### config.mk
export PLATFORM = sky130hd
export DESIGN_NAME = mdu_top
export DESIGN_NICKNAME = d
export VERILOG_FILES = /design/src/source/mdu_pkg.sv /design/src/source/mdu_div.sv /design/src/source/mdu_mult.sv /design/src/source/mdu_top.sv
export SDC_FILE = /design/constraint.sdc
export NUM_CORES = 2
export LEC_CHECK = 0
export CORE_ASPECT_RATIO = 1.1
export CORE_MARGIN = 1.5
export CORE_UTILIZATION = 55
export CTS_CLUSTER_DIAMETER = 200
export CTS_CLUSTER_SIZE = 20
export DETAILED_ROUTE_END_ITERATION = 16
export DONT_BUFFER_PORTS = 1
export PLACE_DENSITY = 0.7
export SYNTH_ARGS = -nofsm -noshare
export SYNTH_HDL_FRONTEND = slang
export SYNTH_SLANG_ARGS = --single-unit
### constraint.sdc
create_clock -name clk_i -period 9.5 [get_ports clk_i]
set_input_delay 0.475 -clock clk_i [delete_from_list [all_inputs] [get_ports clk_i]]
set_output_delay 0.475 -clock clk_i [all_outputs]
set_load 0.005 [all_outputs]
### src/source/mdu_pkg.sv
// *******************************************************************
// Shared types for the RV32M multiply/divide unit: opcode and FSM
// state enums, the word type, request and response structs
// *******************************************************************

package mdu_pkg;

  // Operand and result word
  typedef logic [31:0] word_t;

  // M-extension opcodes, bit 2 set for the divide class
  typedef enum logic [2:0] {
    MD_MUL    = 3'b000,
    MD_MULH   = 3'b001,
    MD_MULHSU = 3'b010,
    MD_MULHU  = 3'b011,
    MD_DIV    = 3'b100,
    MD_DIVU   = 3'b101,
    MD_REM    = 3'b110,
    MD_REMU   = 3'b111
  } md_op_e;

  typedef struct packed {
    md_op_e op;
    word_t  op_a;
    word_t  op_b;
  } md_req_t;

  typedef struct packed {
    word_t result;
  } md_rsp_t;

  // Quarter products of the iterative multiplier
  typedef enum logic [1:0] {
    ALBL, ALBH, AHBL, AHBH
  } mult_state_e;

  typedef enum logic [2:0] {
    DIV_IDLE, DIV_ABS_A, DIV_ABS_B, DIV_COMP, DIV_LAST, DIV_SIGN, DIV_FINISH
  } div_state_e;

  // Quotient bits produced by the divider
  localparam int unsigned DivSteps      = 32;
  // Start to done for MUL and for the high-word variants
  localparam int unsigned MulLowCycles  = 3;
  localparam int unsigned MulHighCycles = 4;

endpackage

### src/source/mdu_div.sv
// *******************************************************************
// Restoring long divider for DIV, DIVU, REM and REMU with its own
// 33-bit subtractor for absolute values, compare and sign fix
// *******************************************************************

module mdu_div
  import mdu_pkg::*;
#(
  parameter bit EarlyDivZero = 1'b1
) (
  input  logic    clk_i,
  input  logic    rst_ni,
  input  logic    start_i,
  input  md_req_t req_i,
  input  logic    ack_i,
  output logic    done_o,
  output word_t   result_o
);

  localparam logic [4:0] LastCount = 5'(DivSteps - 1);

  div_state_e  state_q;
  div_state_e  state_d;
  logic        go_q;
  logic        div_zero_q;
  logic [4:0]  cnt_q;

  // Captured request
  md_op_e      op_q;
  word_t       op_a_q;
  word_t       op_b_q;

  logic        is_rem;
  logic        is_signed;
  logic        sign_a;
  logic        sign_b;
  logic        b_zero;
  logic        neg_res;

  // Working registers
  word_t       num_q;
  word_t       den_q;
  word_t       rem_q;
  word_t       quo_q;
  word_t       res_q;

  logic [32:0] sub_a;
  logic [32:0] sub_b;
  logic [32:0] sub_res;
  logic [32:0] shifted;
  logic        ge;
  word_t       next_rem;
  word_t       next_quo;

  assign is_rem    = (op_q == MD_REM) || (op_q == MD_REMU);
  assign is_signed = (op_q == MD_DIV) || (op_q == MD_REM);
  assign sign_a    = is_signed & op_a_q[31];
  assign sign_b    = is_signed & op_b_q[31];
  assign b_zero    = (op_b_q == '0);

  // Quotient sign flips on differing signs, never for a zero divisor
  assign neg_res = is_rem ? sign_a : ((sign_a ^ sign_b) & ~div_zero_q);

  // Partial remainder with the next dividend bit shifted in
  assign shifted = {rem_q, num_q[31]};

  always_comb begin
    sub_a = '0;
    sub_b = '0;
    unique case (state_q)
      DIV_ABS_A: sub_b = {1'b0, op_a_q};
      DIV_ABS_B: sub_b = {1'b0, op_b_q};
      DIV_COMP,
      DIV_LAST: begin
        sub_a = shifted;
        sub_b = {1'b0, den_q};
      end
      DIV_SIGN:  sub_b = {1'b0, res_q};
      default:   sub_b = '0;
    endcase
  end

  assign sub_res = sub_a - sub_b;

  // A set top bit means shifted is at least 2^32 and thus above any divisor
  assign ge       = shifted[32] | ~sub_res[32];
  assign next_rem = ge ? sub_res[31:0] : shifted[31:0];
  assign next_quo = {quo_q[30:0], ge};

  always_comb begin
    state_d = state_q;
    unique case (state_q)
      DIV_IDLE: begin
        if (go_q) begin
          state_d = (EarlyDivZero && b_zero) ? DIV_FINISH : DIV_ABS_A;
        end
      end
      DIV_ABS_A: state_d = DIV_ABS_B;
      DIV_ABS_B: state_d = DIV_COMP;
      DIV_COMP: begin
        if (cnt_q == 5'd1) begin
          state_d = DIV_LAST;
        end
      end
      DIV_LAST:  state_d = DIV_SIGN;
      DIV_SIGN:  state_d = DIV_FINISH;
      DIV_FINISH: begin
        // Result stays until the response is taken
        if (ack_i) begin
          state_d = DIV_IDLE;
        end
      end
      default:   state_d = DIV_IDLE;
    endcase
  end

  always_ff @(posedge clk_i or negedge rst_ni) begin
    if (!rst_ni) begin
      state_q    <= DIV_IDLE;
      go_q       <= 1'b0;
      div_zero_q <= 1'b0;
      cnt_q      <= '0;
    end else begin
      state_q <= state_d;
      go_q    <= start_i;
      if (go_q) begin
        div_zero_q <= b_zero;
      end
      if (state_q == DIV_ABS_B) begin
        cnt_q <= LastCount;
      end else if (state_q == DIV_COMP) begin
        cnt_q <= cnt_q - 5'd1;
      end
    end
  end

  always_ff @(posedge clk_i) begin
    if (start_i) begin
      op_q   <= req_i.op;
      op_a_q <= req_i.op_a;
      op_b_q <= req_i.op_b;
    end

    case (state_q)
      DIV_IDLE: begin
        // Divide by zero, either taken as final or overwritten by the full run
        if (go_q && b_zero) begin
          res_q <= is_rem ? op_a_q : '1;
        end
      end
      DIV_ABS_A: begin
        num_q <= sign_a ? sub_res[31:0] : op_a_q;
      end
      DIV_ABS_B: begin
        den_q <= sign_b ? sub_res[31:0] : op_b_q;
        rem_q <= '0;
      end
      DIV_COMP: begin
        rem_q <= next_rem;
        quo_q <= next_quo;
        num_q <= {num_q[30:0], 1'b0};
      end
      DIV_LAST: begin
        res_q <= is_rem ? next_rem : next_quo;
      end
      DIV_SIGN: begin
        if (neg_res) begin
          res_q <= sub_res[31:0];
        end
      end
      default: begin
      end
    endcase
  end

  assign done_o   = (state_q == DIV_FINISH);
  assign result_o = res_q;

endmodule

### src/source/mdu_mult.sv
// *******************************************************************
// Iterative multiplier for MUL, MULH, MULHSU and MULHU built on one
// signed 17x17 multiply-accumulate, one quarter product per cycle
// *******************************************************************

module mdu_mult
  import mdu_pkg::*;
(
  input  logic    clk_i,
  input  logic    rst_ni,
  input  logic    start_i,
  input  md_req_t req_i,
  input  logic    ack_i,
  output logic    done_o,
  output word_t   result_o
);

  mult_state_e        state_q;
  mult_state_e        state_d;
  logic               running_q;
  logic               done_q;
  logic               step_last;

  // Captured request
  md_op_e             op_q;
  word_t              op_a_q;
  word_t              op_b_q;

  logic               low_word;
  logic               signed_a;
  logic               signed_b;

  // MAC operands and result
  logic [15:0]        mul_a;
  logic [15:0]        mul_b;
  logic               sign_a;
  logic               sign_b;
  logic [33:0]        accum;
  logic signed [33:0] mac_res;

  logic [33:0]        acc_q;
  logic [33:0]        acc_d;
  word_t              result_q;
  word_t              result_d;

  assign low_word = (op_q == MD_MUL);
  assign signed_a = (op_q == MD_MULH) || (op_q == MD_MULHSU);
  assign signed_b = (op_q == MD_MULH);

  // Both operand halves get a 17th bit, so one signed multiplier serves all modes
  assign mac_res = $signed({sign_a, mul_a}) * $signed({sign_b, mul_b}) + $signed(accum);

  always_comb begin
    mul_a     = op_a_q[15:0];
    mul_b     = op_b_q[15:0];
    sign_a    = 1'b0;
    sign_b    = 1'b0;
    accum     = '0;
    acc_d     = mac_res;
    result_d  = mac_res[31:0];
    state_d   = state_q;
    step_last = 1'b0;

    unique case (state_q)
      ALBL: begin
        state_d = ALBH;
      end

      ALBH: begin
        mul_b  = op_b_q[31:16];
        sign_b = signed_b & op_b_q[31];
        // al*bl is unsigned, only its upper half carries on
        accum  = {18'b0, acc_q[31:16]};
        if (low_word) begin
          acc_d = {2'b0, mac_res[15:0], acc_q[15:0]};
        end
        state_d = AHBL;
      end

      AHBL: begin
        mul_a  = op_a_q[31:16];
        sign_a = signed_a & op_a_q[31];
        if (low_word) begin
          accum     = {18'b0, acc_q[31:16]};
          result_d  = {mac_res[15:0], acc_q[15:0]};
          step_last = 1'b1;
        end else begin
          accum   = acc_q;
          state_d = AHBH;
        end
      end

      AHBH: begin
        mul_a     = op_a_q[31:16];
        mul_b     = op_b_q[31:16];
        sign_a    = signed_a & op_a_q[31];
        sign_b    = signed_b & op_b_q[31];
        // Arithmetic shift of the partial sum by 16
        accum     = {{16{acc_q[33]}}, acc_q[33:16]};
        step_last = 1'b1;
      end

      default: begin
        state_d = ALBL;
      end
    endcase
  end

  always_ff @(posedge clk_i or negedge rst_ni) begin
    if (!rst_ni) begin
      state_q   <= ALBL;
      running_q <= 1'b0;
      done_q    <= 1'b0;
    end else if (start_i) begin
      state_q   <= ALBL;
      running_q <= 1'b1;
    end else if (running_q) begin
      state_q <= state_d;
      if (step_last) begin
        running_q <= 1'b0;
        done_q    <= 1'b1;
      end
    end else if (done_q && ack_i) begin
      done_q  <= 1'b0;
      state_q <= ALBL;
    end
  end

  always_ff @(posedge clk_i) begin
    if (start_i) begin
      op_q   <= req_i.op;
      op_a_q <= req_i.op_a;
      op_b_q <= req_i.op_b;
    end
    if (running_q) begin
      acc_q <= acc_d;
    end
    if (running_q && step_last) begin
      result_q <= result_d;
    end
  end

  assign done_o   = done_q;
  assign result_o = result_q;

endmodule

### src/source/mdu_top.sv
// *******************************************************************
// RV32M multiply/divide unit top: valid/ready request acceptance,
// routing to the multiplier or divider, response return
// *******************************************************************

module mdu_top
  import mdu_pkg::*;
#(
  parameter bit EarlyDivZero = 1'b1
) (
  input  logic    clk_i,
  input  logic    rst_ni,
  input  logic    req_valid_i,
  output logic    req_ready_o,
  input  md_req_t req_i,
  output logic    rsp_valid_o,
  input  logic    rsp_ready_i,
  output md_rsp_t rsp_o
);

  logic  busy_q;
  logic  owner_div_q;
  logic  accept;
  logic  sel_div;

  logic  mult_start;
  logic  mult_ack;
  logic  mult_done;
  word_t mult_result;

  logic  div_start;
  logic  div_ack;
  logic  div_done;
  word_t div_result;

  // One operation in flight
  assign req_ready_o = ~busy_q;
  assign accept      = req_valid_i & req_ready_o;
  assign sel_div     = req_i.op[2];

  assign mult_start = accept & ~sel_div;
  assign div_start  = accept & sel_div;

  assign mult_ack = rsp_ready_i & ~owner_div_q;
  assign div_ack  = rsp_ready_i & owner_div_q;

  assign rsp_valid_o  = owner_div_q ? div_done : mult_done;
  assign rsp_o.result = owner_div_q ? div_result : mult_result;

  always_ff @(posedge clk_i or negedge rst_ni) begin
    if (!rst_ni) begin
      busy_q      <= 1'b0;
      owner_div_q <= 1'b0;
    end else if (accept) begin
      busy_q      <= 1'b1;
      owner_div_q <= sel_div;
    end else if (rsp_valid_o && rsp_ready_i) begin
      busy_q <= 1'b0;
    end
  end

  mdu_mult u_mult (
    .clk_i    (clk_i),
    .rst_ni   (rst_ni),
    .start_i  (mult_start),
    .req_i    (req_i),
    .ack_i    (mult_ack),
    .done_o   (mult_done),
    .result_o (mult_result)
  );

  mdu_div #(
    .EarlyDivZero (EarlyDivZero)
  ) u_div (
    .clk_i    (clk_i),
    .rst_ni   (rst_ni),
    .start_i  (div_start),
    .req_i    (req_i),
    .ack_i    (div_ack),
    .done_o   (div_done),
    .result_o (div_result)
  );

endmodule

Word level (Yosys, flattened, before mapping):

Index checks and enable logic that the tools add are counted.
W data, S select, Z words.

* register bits: 375
* bits of input ports: 71
* output and inout port bits: 34
* word-level logic and storage cells: 141

* add/subtract/negate cells: 3
* multiply operators: 1
* equality and inequality tests: 24
* multiplexer cells: 47
* bitwise operators: 18
* reductions and logical operators: 25

Operator list (number)
* $mux W32: 10
* $pmux W32 S2: 2
* $pmux W32 S4: 1
* $mux W34: 3
* $pmux W34 S3: 1
* $pmux W32 S3: 1
* $add A34 B34 Y34: 1
* $mul A17 B17 Y34: 1
* $mux W33: 1
* $sub A33 B32 Y33: 1
* $logic_not A32 Y1: 1
* $mux W16: 2
* $pmux W3 S7: 1
* $eq A3 B3 Y1 const B: 6
* $mux W1: 13
* $mux W3: 4
* $reduce_and A3 Y1: 4
* $and A1 B1 Y1: 10
* $mux W5: 2
* $eq A3 B2 Y1 const B: 3
* $mux W2: 4
* $ne A2 B1 Y1 const B: 4
* $reduce_bool A2 Y1: 4
* $eq A3 B1 Y1 const B: 2
* other kinds (19): 36

Longest topological paths before layout:

* word-level depth: 9
* gate-level depth with buffers: 29
* gate-level depth less buffers: 26

By module:

A second synthesis with hierarchy kept.

* cell total of the unflattened synthesis: 3100
* area total of the unflattened synthesis: 31879.3 um2

Modules (own cells, without submodules)
* mdu_mult: instances 1, cells each 1794, area an instance 18133.6 um2
* mdu_div: instances 1, cells each 1258, area an instance 13215.2 um2
* mdu_top: instances 1, cells each 48, area an instance 530.5 um2

Worst setup path before layout:

OpenSTA, ideal clock, no wires.

* path kind: register to register
* start point: register u_mult.state_q[0]
* end point: register u_mult.result_q[31], in the netlist u_mult.result_o[31] (data pin)
* data arrival time: 7701 ps
* required time: 9235 ps
* setup slack: 1534 ps
* cell stages (with the launch flop): 29
* path buffers: 2
* period minus slack after synthesis: 7966 ps
* cells stage by stage: dfrtp_1 > inv_1 > ha_1 > nor2_1 > clkbuf_1 > clkbuf_1 > mux2i_1 > nor2_1 > fa_1 > inv_1 > fa_1 > inv_1 > fa_1 > inv_1 > fa_1 > inv_1 > fa_1 > inv_1 > fa_1 > inv_1 > ha_1 > a21oi_1 > o21bai_1 > a41oi_1 > a21oi_1 > o41ai_2 > o21ai_1 > and4b_1 > or3_1

* cells in the longest elaborated chain, start to end: 7
* elaborated cells between the ends (all ways): 14
* classes of those cells: 1 x add/sub; 1 x mul; 3 x eq/ne; 7 x mux; 2 x reduce/logical

Ends and longest elaborated chain
* start: declaration: line mdu_mult.sv:18 `mult_state_e state_q;`
* start signal: assignment: line mdu_mult.sv:118 `state_q <= state_d;`
* $eq A2 B2 Y1 / $eq A2 B1 Y1 (equally long branches): line mdu_mult.sv:64 `unique case (state_q)`
* $reduce_or A2 Y1 (no line)
* $mux W16 / $mux W1 (equally long branches)
* $mul A17 B17 Y34: line mdu_mult.sv:51 `assign mac_res = $signed({sign_a, mul_a}) * $signed({sign_b, mul_b}) + $signed(accum);`
* $add A34 B34 Y34: line mdu_mult.sv:51
* $mux W32: line mdu_mult.sv:83 `if (low_word) begin`
* $mux W32 (*): line mdu_mult.sv:64
* via u_mult.result_d[31]: line mdu_mult.sv:44 `word_t result_d;`
* end signal: assignment: line mdu_mult.sv:139 `result_q <= result_d;`
* end: declaration: line mdu_mult.sv:43 `word_t result_q;`

The timed path passes the listed nets; every way through them passes the cells marked *.
A chain may end at the register's enable or synchronous reset.

Final worst setup path:

* start point: register u_mult.state_q[0]
* end point: register u_mult.acc_q[32] (data pin)

* cells in the longest elaborated chain, start to end: 7
* elaborated cells between the ends (all ways): 14
* classes of those cells: 1 x add/sub; 1 x mul; 3 x eq/ne; 7 x mux; 2 x reduce/logical

Ends and longest elaborated chain
* $eq A2 B2 Y1 / $eq A2 B1 Y1 (equally long branches): line mdu_mult.sv:64
* $reduce_or A2 Y1 (no line)
* $mux W16 / $mux W1 (equally long branches)
* $mul A17 B17 Y34: line mdu_mult.sv:51
* $add A34 B34 Y34: line mdu_mult.sv:51
* $mux W34: line mdu_mult.sv:74 `if (low_word) begin`
* $mux W34 (*): line mdu_mult.sv:64
* via u_mult.acc_d[32]: line mdu_mult.sv:42 `logic [33:0] acc_d;`
* end signal: assignment: line mdu_mult.sv:136 `acc_q <= acc_d;`
* end: declaration: line mdu_mult.sv:41 `logic [33:0] acc_q;`

The timed path passes the listed nets; every way through them passes the cells marked *. The select of a mux whose other input is x is not followed.

==> reports/metrics.cfg <==
[run_status]
status = complete, no violations

[yosys]
synth_nets = 3644
ys_types = 76
synthArstFlopShare_pct = 4.27
synth-edff-count = 359
postSynthCellCount = 3092
synth-main-ff-cell = edfxtp_1
syn_area_um2 = 31900
syn_avg_cell_area_um2 = 10.3
ys_seq_area_share_pct = 35.0
yosys_warnings = 0
synth.ff_latch_count = 375

[global_routing]
track_usage_pct = 35.8
grt_pass1_vias = 24500
grt_max_degree = 74
grt_overflow_total = 0
grt_pass1_wl_um = 156000
antenna_found_initial = 8

[worst_setup_path]
end_kind = flip-flop
reg2reg_to = u_mult.acc_q[32]$_DFFE_PP_
slowest_stage = mux2i_1
critPathBufInv = 8
reg2reg_slack_ns = 0.92
path_common_cell = inv_1
r2r-start = u_mult.state_q[0]$_DFFE_PN0P_
slowest_delay_ns = 1.06
cp_top_family = adder cells
cp.required_ns = 9.83
critPathMaxFanout = 33
path_class = reg2reg
rr_worst_depth = 27
crit_start = u_mult.state_q[0]$_DFFE_PN0P_
startpoint_type = flip-flop
cp.arrival_ns = 8.91

[worst_hold_path]
whs_path_depth = 1
min_from = rsp_ready_i
worstHoldPathType = in2reg
min_to = busy_q$_DFFE_PN0P_

[routing]
drt_iter0_markers = 2533
drc = 0
finalWirelength_um = 105000
ant_nets = 0
wire_per_inst_um = 27.2
viasPerCell = 6.24
drt_first_pass_iters = 6
vias = 24000

[finish]
layout.nets = 3636
final_common_cell = inv_1
area_delta_synth_final_pct = 6.47
drive_gt1_share_pct = 7.50
top_register = u_mult.acc_q
final_area_um2 = 34000
largest_reg_flops = 34
final_cell_mix = 468 x inv_1, 367 x nand2_1, 359 x edfxtp_1

[timing]
fin_crit_sh_pct = 90.4
rsz0062_at_grt = no
hold_violations = 0
hold_ws_ns = 0.0139
max_freq_mhz = 117
setup_viol = 0
maxSlewViolCount = 0
finalCriticalPeriod_ns = 8.58
tightestPinTransition_ns = 1.23
fin_ws_ns = 0.917
fin_worst_skew_ns = 0.0301
slew_headroom_pct = 15.7
setup_tns_ns = 0

[cts]
clock-sinks = 375
cts.repair.resized = 0
post-cts-setup-buffer-count = 0
cts_buffer_depth = 3
htree_levels = 1
cts_buffers = 22
cts_tree = built
cts_root_buffer = clkbuf_16
worstSkewPairLatency_ns = 0.57
clk_pin_slew_worst_paths_ns = 0.09

[die]
die_area_um2 = 59500
die_w_um = 233
start_util_pct = 55.6
pin_count = 105
rows = 92
die_h_um = 256
coreArea_um2 = 57300

[place]
postPlaceCellArea_um2 = 32700
dpl.hpwl_um = 80200
dp_slack_ns = 1.06
gp_congestion = 1.00
port_buffers = 0

[job]
drv_cap = 0

worst max-delay path by stage:
stage | to | slack (ns) | cells past startpoint
5_1_grt | u_mult.result_o[31]$_DFFE_PP_ | 0.56 | 28
3_5_place_dp | u_mult.result_o[31]$_DFFE_PP_ | 1.06 | 25
4_1_cts | u_mult.result_o[31]$_DFFE_PP_ | 1.04 | 28
6_report | u_mult.acc_q[32]$_DFFE_PP_ | 0.92 | 27
2_1_floorplan | u_mult.result_o[31]$_DFFE_PP_ | 1.53 | 28
3_3_place_gp | u_mult.result_o[31]$_DFFE_PP_ | 1.21 | 28
metrics by stage:
step | utilization [%] | instances
6_report | 59.3 | 3853
5_1_grt | 59.2 | 3847
4_1_cts | 58.9 | 3825
3_5_place_dp | 57.1 | 3753
3_3_place_gp | 57.1 | 3753
2_1_floorplan | - | 3092
Yosys cell counts, drive strengths merged, types with 4 or more instances:
cell	number	area, um2
o31ai	12	90.1
dfrtp	16	400
or2	15	93.8
mux2	114	1300
fa	340	6810
and3	9	56.3
o21ai	141	706
nor2b	36	225
nor3	28	140
buf	13	81.3
mux2i	87	871
o22a	31	272
nand2	369	1390
o21a	25	188
nand4	5	31.3
o21bai	9	67.6
inv	469	1760
a21o	39	293
nor2	271	1020
a31oi	14	87.6
nand3	28	140
a221oi	5	43.8
nor4b	4	35.0
nand2b	17	106
a21boi	7	52.6
xnor2	44	385
ha	141	1760
o211ai	25	193
clkbuf	122	458
nor4	13	81.3
xor2	26	228
a21oi	102	522
edfxtp	359	10800
a211oi	10	75.1
or3	12	75.1
a22oi	49	368
and2	21	131
o221ai	20	200
final cells by class:
cell class                 count  area, um2
tap                          752        941
clock buffer                  31        606
clock inverter                 1       7.51
antenna                        9       22.5
inverter                     471       1770
sequential                   375      11200
fill                        4871      23400
multi-input combinational   2111      18500
timing repair buffer         103        921
routing by layer:
metal,part of all wire (%),GRT usage (%),vias to the layer above
met2,48,58.7,1370
met5,0.022,0,-
met1,35,43.5,12000
li1,-,-,10300
met4,8.1,24.1,4
met3,8.4,5.67,344
worst register-to-register path, cell delays in order (launching register included):
cell	delay (ns)
dfrtp_1	0.44
inv_1	0.08
ha_1	0.28
nor2_4	0.16
buf_4	0.46
mux2i_1	1.10
nor2_1	0.16
fa_1	0.57
inv_1	0.05
fa_1	0.47
inv_1	0.05
fa_1	0.50
inv_1	0.06
fa_1	0.53
inv_1	0.05
fa_1	0.47
inv_1	0.05
fa_1	0.47
inv_1	0.07
ha_1	0.39
nand4_1	0.17
nor2_1	0.18
nor4bb_1	0.63
nor4bb_1	0.21
o31ai_1	0.32
and4_1	0.26
o21a_1	0.12
nor3_1	0.04
timing repair:
action / CTS / global route
endpoints found under the hold margin: 70 / 24
hold buffers: 40 / 19
endpoints found under the setup margin: 0 / 0
logic make-up (layout without fill, tap and decap cells):
logic type      Yosys count  after routing  share of synthesized area [%]
compound gates          518            518                           10.7
xor+xnor                 70             70                           1.92
fa+ha+maj               481            481                           26.9
buf+inv                 606            606                           7.24
flops                   375            375                           35.0
mux                     201            201                           6.80
other cells               0              9                              0
simple gates            841            841                           11.4
Power is left out: the tool's default activity adds up to more than one toggle a clock period on the data nets, which glitch-free logic cannot reach.
